--- src/scalar_pkg.sv ---
/*
 * Shared widths, data types, opcode encoding and
 * packed instruction format of the scalar unit
 */
`default_nettype none

package scalar_pkg;

	////////////////////////////////////////////////////////////////////////////
	// Widths
	////////////////////////////////////////////////////////////////////////////

	localparam int DATA_WIDTH = 32;
	localparam int NUM_REGS = 16;

	typedef logic [$clog2(NUM_REGS)-1:0] reg_idx_t;
	typedef logic [DATA_WIDTH-1:0] data_t;
	typedef logic [15:0] imm_t;

	////////////////////////////////////////////////////////////////////////////
	// Opcodes
	////////////////////////////////////////////////////////////////////////////

	// Encodings 14 and 15 are unassigned and execute as NOP
	typedef enum logic [3:0] {
		NOP   = 4'd0,
		MOVI  = 4'd1,
		ADD   = 4'd2,
		SUB   = 4'd3,
		AND   = 4'd4,
		OR    = 4'd5,
		XOR   = 4'd6,
		SHL   = 4'd7,
		CMPEQ = 4'd8,
		CMPLT = 4'd9,
		JMP   = 4'd10,
		BRC   = 4'd11,
		OUT   = 4'd12,
		HALT  = 4'd13
	} opcode_t;

	////////////////////////////////////////////////////////////////////////////
	// Instruction word
	////////////////////////////////////////////////////////////////////////////

	// Fields from the top: op, dst, src1, src2, imm
	typedef struct packed {
		opcode_t op;
		reg_idx_t dst;
		reg_idx_t src1;
		reg_idx_t src2;
		imm_t imm;
	} instr_t;

endpackage

`default_nettype wire

--- src/exec_if.sv ---
/*
 * Decoded instruction fields and the execute strobe,
 * with views for control, register file and ALU
 */
`timescale 1ns/1ps
`default_nettype none

interface exec_if;
	import scalar_pkg::*;

	opcode_t op;
	reg_idx_t dst;
	reg_idx_t src1;
	reg_idx_t src2;
	imm_t imm;

	// High for the single EXEC cycle of each instruction
	logic exec;

	modport ctrl (
		output op,
		output dst,
		output src1,
		output src2,
		output imm,
		output exec
	);

	modport regs (
		input dst,
		input src1,
		input src2,
		input exec
	);

	modport alu (
		input op,
		input imm,
		input exec
	);

endinterface

`default_nettype wire

--- src/scalar_alu.sv ---
/*
 * Scalar ALU with write-back decision, condition register,
 * branch decision and OUT strobe
 */
`timescale 1ns/1ps
`default_nettype none

module scalar_alu #(
	parameter int ADDR_WIDTH = 8
) (
	input logic clock,
	input logic reset,
	exec_if.alu alu,
	input scalar_pkg::data_t src1_data,
	input scalar_pkg::data_t src2_data,
	output logic wb_en,
	output scalar_pkg::data_t wb_data,
	output logic taken,
	output logic [ADDR_WIDTH-1:0] target,
	output logic out_valid,
	output scalar_pkg::data_t out_data
);
	import scalar_pkg::*;

	localparam int IMM_WIDTH = $bits(imm_t);

	logic cond;
	logic cond_we;
	logic cond_next;

	////////////////////////////////////////////////////////////////////////////
	// Result and write-back
	////////////////////////////////////////////////////////////////////////////

	always_comb begin
		wb_en = 1'b0;
		wb_data = '0;
		case (alu.op)
			MOVI: begin
				wb_en = 1'b1;
				wb_data = {{(DATA_WIDTH-IMM_WIDTH){alu.imm[IMM_WIDTH-1]}}, alu.imm};
			end
			ADD: begin
				wb_en = 1'b1;
				wb_data = src1_data + src2_data;
			end
			SUB: begin
				wb_en = 1'b1;
				wb_data = src1_data - src2_data;
			end
			AND: begin
				wb_en = 1'b1;
				wb_data = src1_data & src2_data;
			end
			OR: begin
				wb_en = 1'b1;
				wb_data = src1_data | src2_data;
			end
			XOR: begin
				wb_en = 1'b1;
				wb_data = src1_data ^ src2_data;
			end
			SHL: begin
				wb_en = 1'b1;
				wb_data = src1_data << src2_data[4:0];
			end
			default: begin
				wb_en = 1'b0;
			end
		endcase
		wb_en = wb_en & alu.exec;
	end

	////////////////////////////////////////////////////////////////////////////
	// Condition register
	////////////////////////////////////////////////////////////////////////////

	assign cond_we = alu.exec && (alu.op == CMPEQ || alu.op == CMPLT);

	// CMPLT compares as signed
	assign cond_next = (alu.op == CMPEQ) ? (src1_data == src2_data)
		: ($signed(src1_data) < $signed(src2_data));

	always_ff @(posedge clock) begin
		if (reset) begin
			cond <= 1'b0;
		end else if (cond_we) begin
			cond <= cond_next;
		end
	end

	// Jump target from the low immediate bits
	assign target = ADDR_WIDTH'(alu.imm);
	assign taken = alu.exec && (alu.op == JMP || (alu.op == BRC && cond));

	assign out_valid = alu.exec && (alu.op == OUT);
	assign out_data = src1_data;

endmodule

`default_nettype wire

--- src/flat_wrapper.sv ---
// flat-port wrapper written by rule: the top's interface ports become plain ports
module scalar_alu_flat import scalar_pkg::*;
#(
	parameter int ADDR_WIDTH = 8
)
  (clock, reset, src1_data, src2_data, wb_en, wb_data, taken, target, out_valid, out_data, alu_op, alu_imm, alu_exec);
  exec_if alu_i ();
  input logic clock;
  input logic reset;
  input scalar_pkg::data_t src1_data;
  input scalar_pkg::data_t src2_data;
  output logic wb_en;
  output scalar_pkg::data_t wb_data;
  output logic taken;
  output logic [ADDR_WIDTH-1:0] target;
  output logic out_valid;
  output scalar_pkg::data_t out_data;
  input wire logic [$bits(alu_i.op)-1:0] alu_op;
  input wire logic [$bits(alu_i.imm)-1:0] alu_imm;
  input wire logic [$bits(alu_i.exec)-1:0] alu_exec;
  assign alu_i.op = alu_op;
  assign alu_i.imm = alu_imm;
  assign alu_i.exec = alu_exec;
  scalar_alu #(.ADDR_WIDTH(ADDR_WIDTH)) u_core (.clock(clock), .reset(reset), .alu(alu_i), .src1_data(src1_data), .src2_data(src2_data), .wb_en(wb_en), .wb_data(wb_data), .taken(taken), .target(target), .out_valid(out_valid), .out_data(out_data));
endmodule
--- config.mk ---
export PLATFORM = sky130hd
export DESIGN_NAME = scalar_alu_flat
export DESIGN_NICKNAME = d
export VERILOG_FILES = /design/src/scalar_pkg.sv /design/src/exec_if.sv /design/src/scalar_alu.sv /design/src/flat_wrapper.sv
export SDC_FILE = /design/constraint.sdc
export NUM_CORES = 1
export LEC_CHECK = 0
export ABC_AREA = 1
export BUFFER_PORTS_ARGS = -buffer_cell sky130_fd_sc_hd__clkbuf_2
export CAP_MARGIN = 10
export CORE_UTILIZATION = 40
export CTS_CLUSTER_SIZE = 28
export DETAILED_ROUTE_END_ITERATION = 6
export PLACE_DENSITY = 0.74
export SYNTH_ARGS = -nofsm -noshare
export SYNTH_HDL_FRONTEND = slang
export SYNTH_SLANG_ARGS = --single-unit
--- constraint.sdc ---
create_clock -name clock -period 2.8 [get_ports clock]
set_clock_uncertainty 0.2 [all_clocks]
set_input_delay 0.56 -clock clock [delete_from_list [all_inputs] [get_ports clock]]
set_output_delay 0.56 -clock clock [all_outputs]
set_load 0.03 [all_outputs]
# == Word level (Yosys, flattened, before mapping) ==
# Index checks and enable logic that the tools add are counted.
# classes
bitwise_logic,4
n_eq_ne,13
shift,1
order_cmp,1
muxes,3
addsub,2
reduce_logical,7
# op_table
op,count
case mux 32 bit (7 select lines),1
adder 32 bit,1
bitwise AND 32 bit,1
equality test 32 bit,1
< comparator 32 bit,1
OR 32 bit,1
<< shifter 32 x 5 -> 32 bit,1
subtractor 32 bit,1
XOR 32 bit,1
equality test 4 bit (second input constant),5
equality test 4 x 3 -> 1 bit (second input constant),4
equality test 4 x 2 -> 1 bit (second input constant),2
OR reduction 7 bit,1
equality test 4 x 1 -> 1 bit (second input constant),1
logical AND 1 bit,4
logical OR 1 bit,2
2-to-1 mux 1 bit,2
bitwise AND 1 bit,1
# totals
inputBits,87
register_bits,1

# == Depth between registers and ports, before layout ==
# Gate-level depths: netlist of the first run.
# logic_depth
word_depth,4
mapped_depth,16
depth_no_buf,15

# == Least setup slack after synthesis of the first run ==
# Ideal clock, no wire load.
# synth_path
path_kind,input-to-output
startpoint,input src2_data[3]
endpoint,output wb_data[10]
cell_stages,14
required_ns,2.040
setup_slack_ns,-0.571
arrival_time_ns,2.611
path_cell_list,buf_2 -> inv_1 -> clkbuf_1 -> ha_1 -> buf_4 -> nand2_1 -> nand2_1 -> nand2_1 -> nand3b_2 -> nand2_1 -> nand2_1 -> o21ai_0 -> a21oi_1 -> o21ai_1
# synth_between
elab_chain_cells,2
word_cells_on_any_way,4
# synth_lines
element,line,source
start: declaration,flat_wrapper.sv:11,input scalar_pkg::data_t src2_data;
subtractor 32 bit (tied with other cells),scalar_alu.sv:49,wb_data = src1_data - src2_data;
case mux 32 bit (7 select lines) (*),scalar_alu.sv:38,case (alu.op)
end: declaration,flat_wrapper.sv:13,output scalar_pkg::data_t wb_data;
# Mark *: on every way between the ends. The rest lies on a longest branch, timed or not.

# == Final worst setup path of the first run ==
# layout_path
startpoint,input src1_data[0]
endpoint,output wb_data[12]
# layout_between
elab_chain_cells,2
word_cells_on_any_way,4
# layout_lines
element,line,source
start: declaration,flat_wrapper.sv:10,input scalar_pkg::data_t src1_data;
subtractor 32 bit (tied with other cells),scalar_alu.sv:49,
case mux 32 bit (7 select lines) (*),scalar_alu.sv:38,
# Marks and branches as above.

==> impl_metrics.py, run 1 <==
metrics = {
    "synthesis": {
        "ys_warn_count": 0,
        "synth_edf_count": 0,
        "synthTopCellsByArea": "nand2_1 25%, ha_1 15%, inv_1 13%",
        "netlist_area_mm2": 0.00890,
        "synth_cells": 1789,
        "ys_ff_latch": 1,
        "syn-num-nets": 1984,
        "synthArstFlopShare_pct": 0,
        "synthFlopType": "dfxtp_1",
        "synth_top_cell_by_area": "nand2_1",
        "synth.distinct_cells": 41,
        "ys_seq_area_share_pct": 0.225,
        "yosysTopAreaCellShare_pct": 25.3,
        "syn_avg_cell_area_um2": 4.97,
    },
    "global_routing": {
        "grt_pass1_vias": 12648,
        "grt_pass1_wl_um": 70400,
        "grt_max_degree": 45,
        "antenna_found_initial": 1,
        "overflow": 0,
        "grtUsageTotal_pct": 41.6,
    },
    "setup_path": {
        "path_buf_inv": 4,
        "timing.rr.end": "u_core.cond",
        "worst-endpoint-arrival_ns": 2.45,
        "crit_type": "primary input to output pin",
        "critPathMaxFanout": 3,
        "path_delay_family": "simple AND/OR/NAND/NOR gates",
        "start_kind": "primary input",
        "crit_path_end": "wb_data[12]",
        "rrSetupSlack_ns": 1.84,
        "crit_path_frequent_cell": "nand2_2",
        "cp_slowest_cell": "fa_2",
        "crit_start": "src1_data[0]",
        "regToRegStartpoint": "u_core.cond",
        "worstPathRequired_ns": 2.04,
        "path_cells": "clkbuf_16 > clkinv_8 > ha_4 > inv_4 > fa_2 > nand2_2 > nand2_2 > nand2_1 > nand3b_1 > a21oi_1 > o21ai_2 > nand4_1 > clkbuf_8",
        "slowest_delay_ns": 0.41,
        "rr_worst_depth": 2,
        "end_kind": "output pin",
        "cp.depth": 13,
    },
    "sta": {
        "worst_pin_slew_ns": 0.659,
        "setup_viol": 31,
        "relSlewSlack_pct": 55.7,
        "hold_violations": 0,
        "drv_slew": 0,
        "fin_crit_sh_pct": 115,
        "fin_crit_ns": 3.21,
        "setup_ws_ns": -0.413,
        "rsz0062_at_grt": "true",
        "max_freq_mhz": 311,
    },
    "detailed_routing": {
        "vias_per_cell": 5.44,
        "antenna_left": 0,
        "vias": 13850,
        "drtPass1Iterations": 5,
        "avgRoutedWirePerCell_um": 19.5,
        "drc": 0,
        "drtIter0Drc": 1062,
        "drt-total-wl_um": 49700,
    },
    "final_layout": {
        "largestRegisters": "u_core.cond x1",
        "final_core_util_pct": 71.7,
        "final_common_cell": "nand2_1",
        "layout_common_cells": "451 x nand2_1, 380 x buf_4, 236 x inv_1, 149 x nand3_1, 114 x clkbuf_2",
        "area_growth_pct": 75.7,
        "antenna_cells_inserted": 0,
        "fin_nets": 2464,
        "largest_register_ffs": 1,
        "regMostFlops": "u_core.cond",
        "drive_gt1_share_pct": 47.5,
    },
    "hold_path": {
        "worstHoldPathType": "flop to flop",
        "min_from": "u_core.cond",
    },
    "floorplan": {
        "pin_count": 162,
        "die_w_um": 151,
        "fp.dieH_um": 151,
        "start_util_pct": 40.8,
        "rows": 54,
        "core_area_mm2": 0.0218,
        "dieArea_mm2": 0.0228,
    },
    "outcome": {
        "outcome": "finished with violations",
        "violations": "negative setup slack",
    },
    "power": {
        "power_w": 0.00332,
        "peakVddDrop_uv": 122,
        "powerDensity_mw_per_mm2": 212,
        "p_leak_nw": 8.42,
    },
    "placed_design": {
        "post-dp-hpwl_um": 39900,
        "dp_slack_ns": -0.580,
        "routabilityCongestion": 1.04,
        "numPortBuffers": 161,
    },
    "cts": {
        "clk_latency_ns": 0,
        "holdBufCountCts": 0,
        "clkSlewWorstSetupHoldPaths_ns": 0,
    },
    "flow_run": {
        "maxCapViolations": 0,
    },
}
[worst reg2reg max path: cells and delay by family (launching register included)]
family,cells,cell delay [ns]
flip-flops,1,0.35
AO/OA/AOI/OAI,2,0.31
[per-stage QoR]
| step | std cells | hold slack, ns | TNS [ns] | cell area [um^2] |
|---|---|---|---|---|
| after global placement | 2495 | 0.379 | -13.87 | 12600 |
| after global routing | 2547 | 0.413 | -10.89 | 15600 |
| after detailed placement | 2495 | 0.379 | -13.76 | 12600 |
| final | 2547 | 0.415 | -8.89 | 15600 |
| after CTS | 2522 | 0.399 | -7.66 | 14400 |
| after floorplan | 1789 | 0.290 | -0.810 | 9270 |
[per-layer routing]
layer	GRT usage (%)	vias up	routed length [um]
li1	-	6585	-
met1	55.7	6432	21000
met2	66.7	693	21800
met3	8.83	140	4960
met4	11.3	0	2000
met5	0	-	0
[how the worst min path moves through the flow]
stage / cells after the start / endpoint / slack, ns
after global placement: 2 / u_core.cond / 0.38
after detailed placement: 2 / u_core.cond / 0.38
after global routing: 2 / u_core.cond / 0.41
after floorplan: 2 / u_core.cond / 0.29
after CTS: 2 / u_core.cond / 0.40
final: 2 / u_core.cond / 0.42
[cell families after synthesis]
group | count (synthesis) | synth area share (%)
AOI/OAI and AO/OA | 208 | 13.5
xor gates and xnor gates | 1 | 0.0984
adders and majority gates | 108 | 15.4
buffers and inverters | 425 | 21.1
DFF | 1 | 0.225
and+or+nand+nor | 1046 | 49.7
[timing repair]
action                     in CTS  in global routing
setup endpoints to repair      33                 33
gates cloned                    0                  1
pin swaps                     107                127
resized for setup             415                324
buffers inserted               29                 27
[report_power, final]
group	internal, W	switching (W)	total (W)
Combinational	0.00139	0.00191	0.00330
Sequential	0.0000151	0.000000496	0.0000156
Clock	0	0	0
[Yosys cell counts (all sizes together) (4+ instances only)]
library cell and number:
o211ai 12, nor2 161, buf 103, a211oi 4
nor4 5, o2111ai 6, clkbuf 7, o21bai 5
nor3 19, a21oi 63, o22ai 13, and2 5
nand3b 4, ha 106, nand4 22, o21ai 87
inv 315, a221oi 15, nand2 605, nand3 223
[final cells by class]
| type | instances | area, um^2 |
|---|---|---|
| multi-input combinational | 1363 | 9290 |
| fill | 1903 | 6180 |
| timing repair buffer | 588 | 4730 |
| inverter | 315 | 1250 |
| tap | 280 | 350 |
| sequential | 1 | 20.0 |
(Power assumes the default switching activity.)
==> run 2: changes to the inputs <==
--- a/config.mk
+++ b/config.mk
@@ -5,13 +5,12 @@
 export SDC_FILE = /design/constraint.sdc
 export NUM_CORES = 1
 export LEC_CHECK = 0
-export ABC_AREA = 1
 export BUFFER_PORTS_ARGS = -buffer_cell sky130_fd_sc_hd__clkbuf_2
 export CAP_MARGIN = 10
 export CORE_UTILIZATION = 40
 export CTS_CLUSTER_SIZE = 28
 export DETAILED_ROUTE_END_ITERATION = 6
-export PLACE_DENSITY = 0.74
+export PLACE_DENSITY = 0.76
 export SYNTH_ARGS = -nofsm -noshare
 export SYNTH_HDL_FRONTEND = slang
 export SYNTH_SLANG_ARGS = --single-unit
==> run 2 against run 1 <==
The flow still finishes with violations (negative setup slack); fmax is 25% lower; die area is 20% lower; core utilization is 3.6 points higher; routed wire length is 25% lower; sequential cell count stayed put; combinational power is 12% lower; critical path depth stayed put; global-route usage is 3.2 points lower.
==> impl_metrics.py, run 2 <==
metrics = {
    "synthesis": {
        "ys_warn_count": 0,
        "yosysTopAreaCellShare_pct": 18.8,
        "synth_cells": 1024,
        "synthTopCellsByArea": "ha_1 19%, mux4_2 9.3%, a21oi_1 7.0%",
        "synth.top_cells.by_count": "106 x ha_1, 102 x nand2_1, 99 x a21oi_1",
        "synth.most_common_cell": "ha_1",
        "syn_avg_cell_area_um2": 6.89,
        "synthFlopType": "dfxtp_1",
        "synth_top_cell_by_area": "ha_1",
        "synthArstFlopShare_pct": 0,
        "ys_seq_area_share_pct": 0.284,
        "ys_ff_latch": 1,
        "synth.distinct_cells": 72,
        "syn-num-nets": 1219,
        "synth_edf_count": 0,
        "netlist_area_mm2": 0.00706,
    },
    "final_layout": {
        "fillers": 1199,
        "regMostFlops": "u_core.cond",
        "layout_common_cells": "385 x buf_4, 117 x clkbuf_2, 97 x nand2_1, 85 x ha_1, 77 x a21oi_1",
        "final_common_cell": "buf_4",
        "largest_register_ffs": 1,
        "fin_nets": 1708,
        "area_growth_pct": 83.8,
        "drive_gt1_share_pct": 55.9,
        "largestRegisters": "u_core.cond x1",
        "antenna_cells_inserted": 0,
    },
    "setup_path": {
        "cp_slowest_cell": "or4_4",
        "worst-endpoint-arrival_ns": 3.54,
        "regToRegStartpoint": "u_core.cond",
        "crit_start": "src1_data[12]",
        "path_cells": "clkbuf_16 > inv_12 > ha_4 > or4_4 > or4_4 > a21oi_4 > nor4_4 > o41ai_4 > a21oi_2 > o32ai_2 > mux2i_1 > o211ai_2 > clkbuf_8",
        "rr_worst_depth": 2,
        "end_kind": "output pin",
        "worstPathRequired_ns": 2.04,
        "critPathMaxFanout": 3,
        "crit_path_end": "wb_data[30]",
        "crit_path_frequent_cell": "or4_4",
        "rrSetupSlack_ns": 1.93,
        "timing.rr.end": "u_core.cond",
        "start_kind": "primary input",
        "slowest_delay_ns": 0.56,
        "crit_type": "primary input to output pin",
    },
    "detailed_routing": {
        "vias_per_cell": 6.10,
        "vias": 10581,
        "drtPass1Iterations": 7,
        "drtIter0Drc": 1000,
        "drt-total-wl_um": 37200,
        "antenna_left": 0,
        "avgRoutedWirePerCell_um": 21.4,
        "drc": 0,
    },
    "power": {
        "seq_power_share_pct": 0.5,
        "peakVddDrop_uv": 153,
        "clkPwrFrac_pct": 0,
        "powerDensity_mw_per_mm2": 226,
        "swShare_pct": 53.0,
        "p_comb_share_pct": 99.5,
        "p_switching_w": 0.00155,
        "p_leak_nw": 6.18,
        "power_w": 0.00293,
        "p_int_w": 0.00138,
    },
    "sta": {
        "drv_slew": 0,
        "rsz0062_at_grt": "true",
        "max_freq_mhz": 232,
        "fin_crit_sh_pct": 154,
        "fin_crit_ns": 4.30,
        "hold_violations": 0,
        "setup_ws_ns": -1.50,
        "hold_slack_ns": 0.310,
        "setup_viol": 32,
        "worst_pin_slew_ns": 0.825,
        "relSlewSlack_pct": 44.6,
    },
    "global_routing": {
        "overflow": 0,
        "grt_max_degree": 37,
        "antenna_found_initial": 0,
        "grt_pass1_wl_um": 54800,
        "grtUsageTotal_pct": 38.4,
        "grt_pass1_vias": 10234,
    },
    "placed_design": {
        "routabilityCongestion": 1.02,
        "numPortBuffers": 161,
        "post-dp-hpwl_um": 26800,
        "dp_slack_ns": -1.57,
    },
    "floorplan": {
        "rows": 48,
        "pin_count": 162,
        "core_area_mm2": 0.0172,
        "die_w_um": 135,
        "start_util_pct": 41.0,
        "dieArea_mm2": 0.0182,
        "fp.dieH_um": 135,
    },
    "outcome": {
        "outcome": "finished with violations",
        "violations": "negative setup slack",
    },
    "hold_path": {
        "worstHoldPathType": "flop to flop",
    },
    "cts": {
        "clkSlewWorstSetupHoldPaths_ns": 0,
        "clk_latency_ns": 0,
    },
    "flow_run": {
        "maxCapViolations": 0,
    },
}
==> run 2: cell count changes in the layout (fill, tap and decap cells not counted), sizes merged, moves of 16 or more <==
| cell | change |
|---|---|
| nand3 | -205 |
| nand2 | -503 |
| nand4 | -16 |
| mux2i | +20 |
| nor2 | -86 |
| inv | -214 |
| o21ai | -23 |
| mux4 | +29 |
| a21oi | +39 |
| xnor2 | +19 |
==> run 2: power by group through the flow <==
stage | Clock, W | Sequential [W] | Combinational [W]
finish | 0 | 0.0000154 | 0.00292
global route | 0 | 0.0000154 | 0.00305
CTS | 0 | 0.0000153 | 0.00265
detailed placement | 0 | 0.0000153 | 0.00230
global placement | 0 | 0.0000153 | 0.00228
floorplan | 0 | 0.0000152 | 0.00132
==> run 2: cell families (layout without fill, tap and decap cells) <==
kind of cell	after synthesis	count (layout)	share of synthesized area [%]
adders and majority gates	108	108	19.4
xor gates and xnor gates	23	23	2.85
DFF	1	1	0.284
and+or+nand+nor	295	295	19.4
muxes	53	53	12.7
AOI/OAI and AO/OA	338	338	32.1
buffers and inverters	206	693	13.3
==> run 2: worst min-delay path by stage <==
stage / from / endpoint / cells after the start
2_1_floorplan: u_core.cond / u_core.cond / 2
3_3_place_gp: u_core.cond / u_core.cond / 2
3_5_place_dp: u_core.cond / u_core.cond / 2
4_1_cts: u_core.cond / u_core.cond / 2
5_1_grt: u_core.cond / u_core.cond / 2
6_report: u_core.cond / u_core.cond / 2
==> run 2: layout make-up <==
class | count | area, um^2 | area share, %
flip-flops and latches | 1 | 20.0 | 0.154
multi-input cells | 817 | 7500 | 57.8
repair buffers | 593 | 4750 | 36.6
well taps | 225 | 282 | 2.17
inverters | 100 | 420 | 3.24
==> run 2: routing by layer <==
| metal | global-route usage [%] | routed length (um) | share of wire, % |
|---|---|---|---|
| met1 | 50.1 | 14400 | 39 |
| met2 | 61.8 | 16800 | 45 |
| met3 | 6.38 | 3920 | 11 |
| met4 | 17.3 | 2100 | 5.6 |
| met5 | 0 | 0 | 0 |
==> run 2: timing repair <==
item                                   4_1_cts  5_1_grt
hold buffers                                 0        0
resized for setup                          230      109
buffers inserted                            38       26
setup endpoints to repair                   33       33
cloned                                       1        0
pin swaps                                   92       71
endpoints found under the hold margin        0        0
==> run 2: stage by stage <==
| step | cells | TNS (ns) | cell area [um^2] | util, % |
|---|---|---|---|---|
| final | 1736 | -31.56 | 13000 | 75.3 |
| after global routing | 1736 | -33.15 | 13000 | 75.3 |
| after global placement | 1684 | -34.08 | 11000 | 64.0 |
| after CTS | 1719 | -28.08 | 12400 | 71.9 |
| after detailed placement | 1684 | -34.86 | 11000 | 64.0 |
| after floorplan | 1024 | -22.33 | 7680 | - |
==> run 2: worst max-delay path: cells and delay by family <==
family | cells | cell delay (ns)
AOI/OAI and AO/OA | 5 | 1.09
and+or+nand+nor | 3 | 1.08
buffers and inverters | 3 | 0.36
muxes | 1 | 0.26
adders and majority gates | 1 | 0.19
==> run 3: changes to the inputs <==
--- a/config.mk
+++ b/config.mk
@@ -7,10 +7,11 @@
 export LEC_CHECK = 0
 export BUFFER_PORTS_ARGS = -buffer_cell sky130_fd_sc_hd__clkbuf_2
 export CAP_MARGIN = 10
-export CORE_UTILIZATION = 40
-export CTS_CLUSTER_SIZE = 28
+export CORE_UTILIZATION = 35
+export CTS_CLUSTER_SIZE = 12
 export DETAILED_ROUTE_END_ITERATION = 6
-export PLACE_DENSITY = 0.76
+export PLACE_DENSITY = 0.69
+export SKIP_CTS_REPAIR_TIMING = 1
 export SYNTH_ARGS = -nofsm -noshare
 export SYNTH_HDL_FRONTEND = slang
 export SYNTH_SLANG_ARGS = --single-unit
==> run 3 against run 2 <==
Largest power group unchanged; core utilization is 11 points lower; register-to-register slack gained 0.03 ns; global-route usage shrank 7.1 points; routed wire length fell by 5.2%; final cell count rose by 1.5%; largest cell class unchanged; first-iteration DRC count is 14% lower; the flow still finishes with violations (negative setup slack); worst setup slack improved by 0.025 ns; fmax up 0.58%.
==> impl_metrics.py, run 3 (same netlist as run 2, synthesis figures left out) <==
metrics = {
    "global_routing": {
        "overflow": 0,
        "antenna_found_initial": 0,
        "grt_max_degree": 37,
        "grt_pass1_vias": 9268,
        "grtUsageTotal_pct": 31.3,
        "grt_pass1_wl_um": 50100,
    },
    "detailed_routing": {
        "antenna_left": 0,
        "vias_per_cell": 5.71,
        "drc": 0,
        "drt-total-wl_um": 35200,
        "vias": 10060,
        "drtIter0Drc": 865,
        "avgRoutedWirePerCell_um": 20.0,
        "drtPass1Iterations": 6,
    },
    "final_layout": {
        "fin_area_mm2": 0.0126,
        "layout_common_cells": "386 x buf_4, 118 x clkbuf_2, 96 x nand2_1, 86 x ha_1, 76 x a21oi_1",
        "drive_gt1_share_pct": 53.9,
        "final_common_cell": "buf_4",
        "largestRegisters": "u_core.cond x1",
        "fillers": 1712,
        "area_growth_pct": 77.9,
        "multiInputGateArea_mm2": 0.00727,
        "antenna_cells_inserted": 0,
        "fin_nets": 1694,
        "final-seq-area_um2": 20.0,
        "largest_register_ffs": 1,
        "regMostFlops": "u_core.cond",
    },
    "sta": {
        "drv_slew": 0,
        "hold_slack_ns": 0.293,
        "rsz0062_at_grt": "true",
        "setup_viol": 32,
        "relSlewSlack_pct": 56.5,
        "fin_crit_ns": 4.28,
        "max_freq_mhz": 234,
        "fin_crit_sh_pct": 153,
        "hold_violations": 0,
        "setup_ws_ns": -1.48,
        "worst_pin_slew_ns": 0.648,
    },
    "setup_path": {
        "path_buf_inv": 3,
        "worst-endpoint-arrival_ns": 3.52,
        "start_kind": "primary input",
        "path_delay_family": "compound AO/OA/AOI/OAI gates",
        "end_kind": "output pin",
        "slowest_delay_ns": 0.51,
        "critPathMaxFanout": 3,
        "regToRegStartpoint": "u_core.cond",
        "crit_path_frequent_cell": "or4_4",
        "cp_slowest_cell": "or4_4",
        "crit_start": "src1_data[13]",
        "path_cells": "clkbuf_2 > inv_2 > ha_4 > or4_4 > or4_4 > a21oi_4 > nor4_4 > o41ai_4 > a21oi_2 > o32ai_4 > mux2i_1 > o211ai_2 > buf_6",
        "crit_type": "primary input to output pin",
        "worstPathRequired_ns": 2.04,
    },
    "floorplan": {
        "fp.dieH_um": 144,
        "core_area_mm2": 0.0196,
        "rows": 51,
        "die_w_um": 144,
        "start_util_pct": 36.0,
        "dieArea_mm2": 0.0207,
        "pin_count": 162,
    },
    "hold_path": {
        "min_from": "u_core.cond",
        "worstHoldPathType": "flop to flop",
    },
    "outcome": {
        "outcome": "finished with violations",
        "violations": "negative setup slack",
    },
    "cts": {
        "clk_latency_ns": 0,
        "clkSlewWorstSetupHoldPaths_ns": 0,
    },
    "power": {
        "power_w": 0.00276,
        "peakVddDrop_uv": 126,
        "p_leak_nw": 6.01,
        "powerDensity_mw_per_mm2": 220,
    },
    "flow_run": {
        "maxCapViolations": 0,
    },
    "placed_design": {
        "placed_cell_area_mm2": 0.0112,
        "post-dp-hpwl_um": 27400,
        "routabilityCongestion": 0.969,
        "numPortBuffers": 161,
    },
}
==> run 3: cell count changes in the layout (fill, tap and decap cells not counted), sizes merged <==
cell	previous run	this run
clkbuf	144	123
buf	448	456
bufbuf	1	0
==> run 3: stage by stage <==
| step | setup slack, ns | TNS [ns] | util (%) | instances |
|---|---|---|---|---|
| final | -1.48 | -27.95 | 64.1 | 1762 |
| after global routing | -1.60 | -30.92 | 64.1 | 1762 |
| after CTS | -1.62 | -36.26 | 57.0 | 1732 |
| after detailed placement | -1.61 | -35.84 | 57.0 | 1732 |
| after global placement | -1.57 | -34.85 | 57.0 | 1732 |
| after floorplan | -1.17 | -22.33 | - | 1024 |
==> run 3: final cells by class <==
type,count,share of cell area [%]
flip-flops and latches,1,0.159
inverters,100,3.35
repair buffers,579,35.9
well taps,265,2.64
multi-input cells,817,57.9
==> run 3: power breakdown <==
part | internal (W) | switching [W]
Clock | 0 | 0
Sequential | 0.0000151 | 0.000000269
Combinational | 0.00128 | 0.00146
Total | 0.00130 | 0.00146
==> run 3: path summary, 6_finish.rpt <==
path / end / slack (ns) / cells past startpoint
max: wb_data[30] / -1.48 / 13
min: u_core.cond / 0.29 / 2
max reg2reg: u_core.cond / 1.96 / 2
min reg2reg: u_core.cond / 0.29 / 2
==> run 3: worst register-to-register path, delay by kind of cell, from the launching register on <==
family	cells	cell delay (ns)
DFF	1	0.31
AOI/OAI and AO/OA	1	0.19
and+or+nand+nor	1	0.05
==> run 3: layer usage <==
metal	GRT usage, %	vias to the layer above	routed length (um)
met5	0	-	0
met4	8.40	0	1060
met3	3.15	81	2750
met2	51.3	510	16200
met1	43.3	4810	15200
li1	-	4659	-
